<file path="src/source/rv_pkg.sv">
package rv_pkg;

  // ----------------------------------------
  // Widths
  // ----------------------------------------
  localparam int xlen      = 32;                      // Data path width
  localparam int reg_count = 32;                      // Architectural registers

  typedef logic [xlen-1:0]              word_t;       // Register and memory data
  typedef logic [xlen-1:0]              addr_t;       // Byte address
  typedef logic [$clog2(reg_count)-1:0] reg_idx_t;    // Register index

  // ----------------------------------------
  // Encodings
  // ----------------------------------------
  typedef enum logic [6:0] {
    OPC_OP     = 7'b0110011,                          // R-type ALU
    OPC_OP_IMM = 7'b0010011,                          // I-type ALU
    OPC_LOAD   = 7'b0000011,
    OPC_STORE  = 7'b0100011,
    OPC_BRANCH = 7'b1100011,
    OPC_JAL    = 7'b1101111,
    OPC_JALR   = 7'b1100111,
    OPC_LUI    = 7'b0110111,
    OPC_AUIPC  = 7'b0010111
  } opcode_t;

  typedef enum logic [3:0] {
    ALU_ADD, ALU_SUB, ALU_AND, ALU_OR, ALU_XOR,
    ALU_SLL, ALU_SRL, ALU_SRA,
    ALU_SLT, ALU_SLTU,
    ALU_PASS_B                                        // LUI, operand B straight through
  } alu_op_t;

  typedef enum logic [2:0] {IMM_I, IMM_S, IMM_B, IMM_U, IMM_J} imm_kind_t;

  typedef enum logic [1:0] {
    WB_ALU,                                           // ALU result
    WB_LOAD,                                          // Data memory word
    WB_PC4                                            // Link address
  } wb_sel_t;

  // ----------------------------------------
  // Bundles
  // ----------------------------------------
  typedef struct packed {
    logic       reg_write;                            // Write rd at clock edge
    logic       src_a_pc;                             // Operand A is pc
    logic       src_b_imm;                            // Operand B is imm
    alu_op_t    alu_op;
    wb_sel_t    wb_sel;
    logic       mem_read;
    logic       mem_write;
    logic       is_branch;
    logic       is_jump;                              // JAL or JALR
    logic [2:0] funct3;                               // Branch condition
    reg_idx_t   rd;
    word_t      imm;                                  // Sign-extended immediate
  } ctrl_t;

  typedef struct packed {
    addr_t addr;
    word_t wdata;
    logic  read;
    logic  write;
  } dmem_req_t;

endpackage
</file>
<file path="src/source/riscv_core.sv">
module riscv_core (
  input  logic              clk,
  input  logic              reset,
  output rv_pkg::addr_t     imem_addr,
  input  rv_pkg::word_t     imem_data,
  output rv_pkg::dmem_req_t dmem_req,
  input  rv_pkg::word_t     dmem_rdata
);

  import rv_pkg::*;

  addr_t    pc;
  addr_t    pc_plus4;
  addr_t    target;
  logic     redirect;
  reg_idx_t rs1;
  reg_idx_t rs2;
  word_t    rs1_data;
  word_t    rs2_data;
  word_t    wb_data;
  ctrl_t    ctrl;

  assign imem_addr = pc;                 // Fetch address straight from PC

  // ----------------------------------------
  // Fetch and decode
  // ----------------------------------------
  fetch_unit u_fetch (
    .clk      (clk),
    .reset    (reset),
    .redirect (redirect),
    .target   (target),
    .pc       (pc),
    .pc_plus4 (pc_plus4)
  );

  instr_decoder u_decode (
    .instr (imem_data),
    .rs1   (rs1),
    .rs2   (rs2),
    .ctrl  (ctrl)
  );

  // ----------------------------------------
  // Registers and execute
  // ----------------------------------------
  register_file u_regs (
    .clk      (clk),
    .reset    (reset),
    .rs1      (rs1),
    .rs2      (rs2),
    .rd       (ctrl.rd),
    .write    (ctrl.reg_write),
    .wdata    (wb_data),
    .rs1_data (rs1_data),
    .rs2_data (rs2_data)
  );

  execute_unit u_exec (
    .ctrl       (ctrl),
    .pc         (pc),
    .pc_plus4   (pc_plus4),
    .rs1_data   (rs1_data),
    .rs2_data   (rs2_data),
    .dmem_rdata (dmem_rdata),
    .dmem_req   (dmem_req),
    .redirect   (redirect),
    .target     (target),
    .wb_data    (wb_data)
  );

endmodule

</file>
<file path="src/source/execute_unit.sv">
module execute_unit (
  input  rv_pkg::ctrl_t     ctrl,
  input  rv_pkg::addr_t     pc,
  input  rv_pkg::addr_t     pc_plus4,
  input  rv_pkg::word_t     rs1_data,
  input  rv_pkg::word_t     rs2_data,
  input  rv_pkg::word_t     dmem_rdata,
  output rv_pkg::dmem_req_t dmem_req,
  output logic              redirect,
  output rv_pkg::addr_t     target,
  output rv_pkg::word_t     wb_data
);

  import rv_pkg::*;

  word_t op_a;
  word_t op_b;
  word_t sum;                                   // Also address and JALR target
  word_t alu_result;
  addr_t branch_target;
  logic  taken;

  assign op_a = ctrl.src_a_pc ? pc : rs1_data;
  assign op_b = ctrl.src_b_imm ? ctrl.imm : rs2_data;
  assign sum  = op_a + op_b;

  // ----------------------------------------
  // ALU
  // ----------------------------------------
  always_comb begin
    case (ctrl.alu_op)
      ALU_ADD:  alu_result = sum;
      ALU_SUB:  alu_result = op_a - op_b;
      ALU_AND:  alu_result = op_a & op_b;
      ALU_OR:   alu_result = op_a | op_b;
      ALU_XOR:  alu_result = op_a ^ op_b;
      ALU_SLL:  alu_result = op_a << op_b[4:0];
      ALU_SRL:  alu_result = op_a >> op_b[4:0];
      ALU_SRA:  alu_result = $signed(op_a) >>> op_b[4:0];
      ALU_SLT:  alu_result = {{(xlen-1){1'b0}}, $signed(op_a) < $signed(op_b)};
      ALU_SLTU: alu_result = {{(xlen-1){1'b0}}, op_a < op_b};
      default:  alu_result = op_b;            // PASS_B for LUI
    endcase
  end

  // ----------------------------------------
  // Branch condition, rs1 against rs2
  // ----------------------------------------
  always_comb begin
    case (ctrl.funct3)
      3'b000:  taken = (rs1_data == rs2_data);                   // BEQ
      3'b001:  taken = (rs1_data != rs2_data);                   // BNE
      3'b100:  taken = ($signed(rs1_data) <  $signed(rs2_data)); // BLT
      3'b101:  taken = ($signed(rs1_data) >= $signed(rs2_data)); // BGE
      3'b110:  taken = (rs1_data <  rs2_data);                   // BLTU
      3'b111:  taken = (rs1_data >= rs2_data);                   // BGEU
      default: taken = 1'b0;
    endcase
  end

  assign branch_target = pc + ctrl.imm;         // Branches and JAL
  assign redirect      = ctrl.is_jump | (ctrl.is_branch & taken);
  assign target        = (ctrl.is_jump && !ctrl.src_a_pc) ?
                         {sum[xlen-1:1], 1'b0} : branch_target;  // JALR clears bit 0

  assign dmem_req = '{addr: sum, wdata: rs2_data, read: ctrl.mem_read, write: ctrl.mem_write};

  // Writeback source
  always_comb begin
    case (ctrl.wb_sel)
      WB_LOAD: wb_data = dmem_rdata;
      WB_PC4:  wb_data = pc_plus4;              // Link value
      default: wb_data = alu_result;
    endcase
  end

endmodule

</file>
<file path="src/source/register_file.sv">
module register_file (
  input  logic             clk,
  input  logic             reset,
  input  rv_pkg::reg_idx_t rs1,
  input  rv_pkg::reg_idx_t rs2,
  input  rv_pkg::reg_idx_t rd,
  input  logic             write,
  input  rv_pkg::word_t    wdata,
  output rv_pkg::word_t    rs1_data,
  output rv_pkg::word_t    rs2_data
);

  import rv_pkg::*;

  word_t regs [reg_count];

  // Write port, x0 never written
  always_ff @(posedge clk or negedge reset) begin
    if (!reset) begin
      for (int i = 0; i < reg_count; i++) begin
        regs[i] <= '0;
      end
    end else if (write && rd != '0) begin
      regs[rd] <= wdata;
    end
  end

  assign rs1_data = (rs1 == '0) ? '0 : regs[rs1];   // x0 hardwired to zero
  assign rs2_data = (rs2 == '0) ? '0 : regs[rs2];

endmodule

</file>
<file path="src/source/instr_decoder.sv">
module instr_decoder (
  input  rv_pkg::word_t    instr,
  output rv_pkg::reg_idx_t rs1,
  output rv_pkg::reg_idx_t rs2,
  output rv_pkg::ctrl_t    ctrl
);

  import rv_pkg::*;

  opcode_t    opcode;
  logic [2:0] funct3;
  logic       alt;                             // funct7 bit 5, SUB and SRA
  alu_op_t    arith_op;                        // Shared by OP and OP_IMM
  imm_kind_t  imm_kind;
  word_t      imm;
  logic       known;                           // Opcode is supported

  assign opcode = opcode_t'(instr[6:0]);
  assign funct3 = instr[14:12];
  assign alt    = instr[30];
  assign rs1    = instr[19:15];
  assign rs2    = instr[24:20];

  // ----------------------------------------
  // funct3 to ALU operation
  // ----------------------------------------
  always_comb begin
    case (funct3)
      3'b000:  arith_op = (alt && opcode == OPC_OP) ? ALU_SUB : ALU_ADD; // No SUBI
      3'b001:  arith_op = ALU_SLL;
      3'b010:  arith_op = ALU_SLT;
      3'b011:  arith_op = ALU_SLTU;
      3'b100:  arith_op = ALU_XOR;
      3'b101:  arith_op = alt ? ALU_SRA : ALU_SRL;
      3'b110:  arith_op = ALU_OR;
      default: arith_op = ALU_AND;
    endcase
  end

  // Immediate format per opcode
  always_comb begin
    case (opcode)
      OPC_STORE:          imm_kind = IMM_S;
      OPC_BRANCH:         imm_kind = IMM_B;
      OPC_JAL:            imm_kind = IMM_J;
      OPC_LUI, OPC_AUIPC: imm_kind = IMM_U;
      default:            imm_kind = IMM_I;   // ALU imm, loads, JALR
    endcase
  end

  // ----------------------------------------
  // Immediate generation
  // ----------------------------------------
  always_comb begin
    case (imm_kind)
      IMM_I:   imm = {{20{instr[31]}}, instr[31:20]};
      IMM_S:   imm = {{20{instr[31]}}, instr[31:25], instr[11:7]};
      IMM_B:   imm = {{19{instr[31]}}, instr[31], instr[7], instr[30:25], instr[11:8], 1'b0};
      IMM_U:   imm = {instr[31:12], 12'b0};    // Upper 20 bits, low zero
      IMM_J:   imm = {{11{instr[31]}}, instr[31], instr[19:12], instr[20], instr[30:21], 1'b0};
      default: imm = '0;
    endcase
  end

  // ----------------------------------------
  // Control bundle
  // ----------------------------------------
  always_comb begin
    ctrl        = '0;
    ctrl.alu_op = ALU_ADD;                     // Address and link arithmetic
    ctrl.wb_sel = WB_ALU;
    known       = 1'b1;
    case (opcode)
      OPC_OP: begin
        ctrl.reg_write = 1'b1;
        ctrl.alu_op    = arith_op;
      end
      OPC_OP_IMM: begin
        ctrl.reg_write = 1'b1;
        ctrl.src_b_imm = 1'b1;
        ctrl.alu_op    = arith_op;
      end
      OPC_LOAD: begin
        known          = (funct3 == 3'b010);   // LW only
        ctrl.reg_write = 1'b1;
        ctrl.src_b_imm = 1'b1;
        ctrl.mem_read  = 1'b1;
        ctrl.wb_sel    = WB_LOAD;
      end
      OPC_STORE: begin
        known          = (funct3 == 3'b010);   // SW only
        ctrl.src_b_imm = 1'b1;
        ctrl.mem_write = 1'b1;
      end
      OPC_BRANCH: begin
        known          = (funct3[2:1] != 2'b01); // 010 and 011 undefined
        ctrl.is_branch = 1'b1;
      end
      OPC_JAL: begin
        ctrl.reg_write = 1'b1;
        ctrl.is_jump   = 1'b1;
        ctrl.src_a_pc  = 1'b1;
        ctrl.src_b_imm = 1'b1;
        ctrl.wb_sel    = WB_PC4;
      end
      OPC_JALR: begin
        ctrl.reg_write = 1'b1;
        ctrl.is_jump   = 1'b1;
        ctrl.src_b_imm = 1'b1;                 // rs1 + imm
        ctrl.wb_sel    = WB_PC4;
      end
      OPC_LUI: begin
        ctrl.reg_write = 1'b1;
        ctrl.src_b_imm = 1'b1;
        ctrl.alu_op    = ALU_PASS_B;
      end
      OPC_AUIPC: begin
        ctrl.reg_write = 1'b1;
        ctrl.src_a_pc  = 1'b1;
        ctrl.src_b_imm = 1'b1;
      end
      default: known = 1'b0;
    endcase
    ctrl.funct3 = funct3;
    ctrl.rd     = instr[11:7];
    ctrl.imm    = imm;
    if (!known) begin
      ctrl = '0;                               // Unsupported, behaves as no-op
    end
  end

endmodule

</file>
<file path="src/source/fetch_unit.sv">
module fetch_unit (
  input  logic          clk,
  input  logic          reset,
  input  logic          redirect,      // Taken branch or jump
  input  rv_pkg::addr_t target,        // Redirect destination
  output rv_pkg::addr_t pc,
  output rv_pkg::addr_t pc_plus4       // Sequential next PC, also the link value
);

  assign pc_plus4 = pc + 32'd4;

  // ----------------------------------------
  // PC register
  // ----------------------------------------
  always_ff @(posedge clk or negedge reset) begin
    if (!reset) begin
      pc <= '0;                        // Boot from address 0
    end else if (redirect) begin
      pc <= target;
    end else begin
      pc <= pc_plus4;
    end
  end

endmodule

</file>
<file path="config.mk">
export PLATFORM = sky130hd
export DESIGN_NAME = riscv_core
export DESIGN_NICKNAME = d
export VERILOG_FILES = /design/src/source/rv_pkg.sv /design/src/source/riscv_core.sv /design/src/source/execute_unit.sv /design/src/source/register_file.sv /design/src/source/instr_decoder.sv /design/src/source/fetch_unit.sv
export SDC_FILE = /design/constraint.sdc
export NUM_CORES = 2
export LEC_CHECK = 0
export ABC_AREA = 1
export BUFFER_PORTS_ARGS = -buffer_cell sky130_fd_sc_hd__buf_2
export CAP_MARGIN = 20
export CELL_PAD_IN_SITES_DETAIL_PLACEMENT = 0
export CELL_PAD_IN_SITES_GLOBAL_PLACEMENT = 1
export CORE_AREA = 5 5 445 535
export CTS_BUF_LIST = sky130_fd_sc_hd__clkbuf_2
export DETAILED_ROUTE_END_ITERATION = 12
export DIE_AREA = 0 0 450 540
export PLACE_DENSITY_LB_ADDON = 0.1
export SYNTH_ARGS = -nofsm -noshare
export SYNTH_HDL_FRONTEND = slang
export SYNTH_SLANG_ARGS = --single-unit
export TNS_END_PERCENT = 50
</file>
<file path="constraint.sdc">
create_clock -name clk -period 6.02 [get_ports clk]
set_input_delay 0.301 -clock clk [delete_from_list [all_inputs] [get_ports clk]]
set_output_delay 0.301 -clock clk [all_outputs]
set_load 0.005 [all_outputs]
</file>
==> flow_metrics.py <==
metrics = {
    "run_status": {
        "status": "completed",
    },
    "routing": {
        "postRouteAntennaNets": 0,
        "m1WireLength_mm": 167,
        "drt_iter0_markers": 9415,
        "wl_mm": 432,
        "drc": 0,
        "maxUsedRoutingLayer": "met5",
        "dr_total_vias": 86100,
        "wl_met3_mm": 33.4,
        "wl_met2_mm": 199,
        "dr.pass1.iters": 7,
        "drt-wirelength-per-cell_um": 28.0,
        "viasPerCell": 5.58,
    },
    "placed_design": {
        "dp.final_hpwl_mm": 297,
        "portBuffers": 163,
        "dp.cells": 14700,
        "place_area_um2": 81300,
        "gp_congestion": 1.04,
    },
    "clock_tree": {
        "cts_buffer_depth": 4,
        "clk_latency_ps": 1720,
        "cts_buffers": 317,
        "cts-root-buf": "clkbuf_2",
        "cts_sinks": 1056,
        "clk_pin_slew_ps": 100,
        "cts-htree-levels": 5,
        "cts_tree": "done",
    },
    "yosys": {
        "synth_fp_nets": 11900,
        "synthArstFlopShare_pct": 100,
        "yosysUniqueCellTypes": 63,
        "synth_edf_count": 0,
        "ys_seq_area_share_pct": 35.7,
        "synth_area_leader_cell": "dfrtp_1",
        "yosys_warnings": 0,
        "syn_avg_cell_area_um2": 6.32,
        "ys.flop_type": "dfrtp_1",
        "syn_area_um2": 73900,
        "ys_seq_elements": 1056,
        "netlist_instances": 11700,
        "synth_top_area_share_pct": 35.7,
        "ys_top_cells_by_area": "dfrtp_1 36%, nand2_1 27%, nand3_1 9.5%",
    },
    "layout": {
        "layout-drive-gt1-share_pct": 13.9,
        "area_growth_pct": 17.6,
        "final_cells": 15400,
        "nNetsFinal": 12400,
        "stdcell_area_um2": 86900,
    },
    "floorplanning": {
        "die_w_um": 450,
        "io_pins": 164,
        "dieArea_um2": 243000,
        "core_um2": 232000,
        "rows": 194,
        "start_util_pct": 31.9,
        "die_h_um": 540,
    },
    "worst_setup_path": {
        "cp_max_fo": 4,
        "worstPathRequired_ps": 5720,
        "arrival_ps": 5570,
        "critPathKind": "reg -> out",
        "startpoint_type": "flop",
        "worst_setup_path_end_kind": "output port",
    },
    "sta": {
        "relSlewSlack_pct": 15.3,
        "fin_crit_ps": 5870,
        "hold_violations": 0,
        "period_share_pct": 97.6,
        "rsz0062_at_grt": "true",
        "max_freq_mhz": 170,
        "setup-tns-final_ps": 0,
        "slew_viol_final": 0,
        "setup_viol": 0,
        "tightest_slew_ps": 1260,
        "fin_skew_ps": 198,
    },
    "global_routing": {
        "antenna_found_initial": 17,
        "grt_pass1_wl_mm": 609,
        "first_global_vias": 82700,
        "grt.total_usage_pct": 34.1,
        "gr-total-overflow": 0,
        "grt_max_degree": 181,
    },
    "power_and_ir_drop": {
        "p_leak_nw": 45.2,
        "powerDensity_nw_per_um2": 245,
        "ir_drop_uv": 161,
    },
    "flow_run": {
        "drv_cap": 0,
    },
    "min_path": {
        "min_path_type": "in -> reg",
    },
}
## sequential cells by signal, summed over array words and instances (netlist names)
register and count:
u_regs.regs 1024, u_fetch.pc 32
## worst paths after layout
kind,slack [ps],cells past startpoint,end,from
worst max-delay path,150,25,dmem_req[64],u_regs.regs[581]
worst max register to register,320,24,u_fetch.pc[3],u_regs.regs[732]
max in group asynchronous,4180,6,u_fetch.pc[19],reset
worst min-delay path,170,9,u_regs.regs[413],dmem_rdata[29]
worst min register to register,410,0,u_regs.regs[994],u_regs.regs[994]
min in group asynchronous,560,5,u_regs.regs[1012],reset
## cells in the mapped netlist, drive strengths merged (2+ instances only)
cell type  number
clkbuf        491
nand4          98
buf           386
a22o            4
xor2           56
fa              3
ha            163
nor3b           4
a21boi         10
o211ai         46
clkinv          8
a221oi         12
o22ai         156
nand2        5312
o21a           13
a2111oi         3
and3            2
a21o           10
nor2          772
a21oi         194
nor3           60
xnor2          10
nor4           12
a221o           2
a31oi          30
o221ai         90
dfrtp        1056
a211oi          7
o2111ai         5
o21ai         747
inv           469
o21bai         15
a22oi           5
nand3        1403
nand3b          8
or2            23
## cell usage in the layout (no fill, tap or decap), types with 36 or more instances in the layout
cell type	n
nand2_1	5257
nand3_1	1336
dfrtp_1	1056
nor2_1	726
o21ai_0	648
buf_4	608
clkbuf_2	466
inv_1	415
a21oi_1	179
o22ai_1	155
buf_2	152
ha_1	140
buf_12	108
dlygate4sd3_1	105
nand4_1	98
o221ai_1	89
clkinv_1	80
o21ai_1	73
nand3_2	55
xor2_1	51
inv_2	49
o211ai_1	46
nand2_2	45
nor3_1	36
## power breakdown
group	switching, mW	total [mW]	internal (mW)	leakage, nW
logic	5.58	8.07	2.50	28.4
registers	0.204	7.37	7.17	14.7
clock network	3.65	5.82	2.17	2.13
## routing by layer
metal / GRT usage [%] / vias up
li1: - / 38800
met1: 41.4 / 41700
met2: 56.0 / 4495
met3: 5.94 / 1138
met4: 21.6 / 16
met5: 0 / -
## worst max-delay path, stage by stage, from the launching register on
cell	delay, ps
dfrtp_1	410
o21ai_1	140
o221ai_1	130
nand3_1	170
nand4_1	410
nand3_2	310
nand2_4	110
o21ai_4	110
ha_4	250
inv_1	70
a21oi_1	90
buf_4	140
o21ai_1	130
nand2_1	120
nand2_2	120
nand2_2	70
nand3_4	80
inv_2	60
o21ai_4	140
nand2_2	90
nand2_4	70
nand4_1	90
nand2_2	130
xor2_4	220
buf_6	190
buf_6	110
## logic make-up (layout without fill, tap and decap cells)
group | after synthesis | count (layout) | share of synthesized area, %
buffers and inverters | 1354 | 2020 | 7.69
adder cells (fa/ha/maj) | 166 | 166 | 2.84
flip-flops | 1056 | 1056 | 35.7
other | 0 | 13 | 0
AND/OR/NAND/NOR | 7695 | 7695 | 42.4
AO/OA/AOI/OAI | 1356 | 1356 | 10.5
XOR/XNOR | 66 | 66 | 0.782
## through the flow
| step | worst slack [ps] | utilization (%) | power, mW | hold slack, ps |
|---|---|---|---|---|
| 6_report | 147 | 37.5 | 21.3 | 167 |
| 5_1_grt | -117 | 37.5 | 22.3 | 81.6 |
| 4_1_cts | -60.0 | 37.1 | 21.2 | 0.818 |
| 3_5_place_dp | -179 | 35.0 | 15.0 | 390 |
| 3_3_place_gp | -357 | 35.0 | 15.0 | 388 |
| 2_1_floorplan | 789 | - | 11.1 | 5.41 |
## layout make-up
type | instances | area, µm²
Fill cell | 25300 | 145000
Multi-Input combinational cell | 9283 | 43300
Sequential cell | 1056 | 26400
Timing Repair Buffer | 994 | 8810
Tap cell | 3038 | 3800
Clock buffer | 466 | 2330
Inverter | 477 | 1840
Clock inverter | 83 | 399
Antenna cell | 13 | 32.5
## timing repair
action | in CTS | in global routing
hold buffers | 106 | 0
endpoints found under the setup margin | 19 | 32
pin swaps | 67 | 101
buffers inserted | 39 | 20
hold endpoints to repair | 2080 | 0
gates resized for setup | 185 | 160
Note: power is estimated with default switching activity, not from simulation.
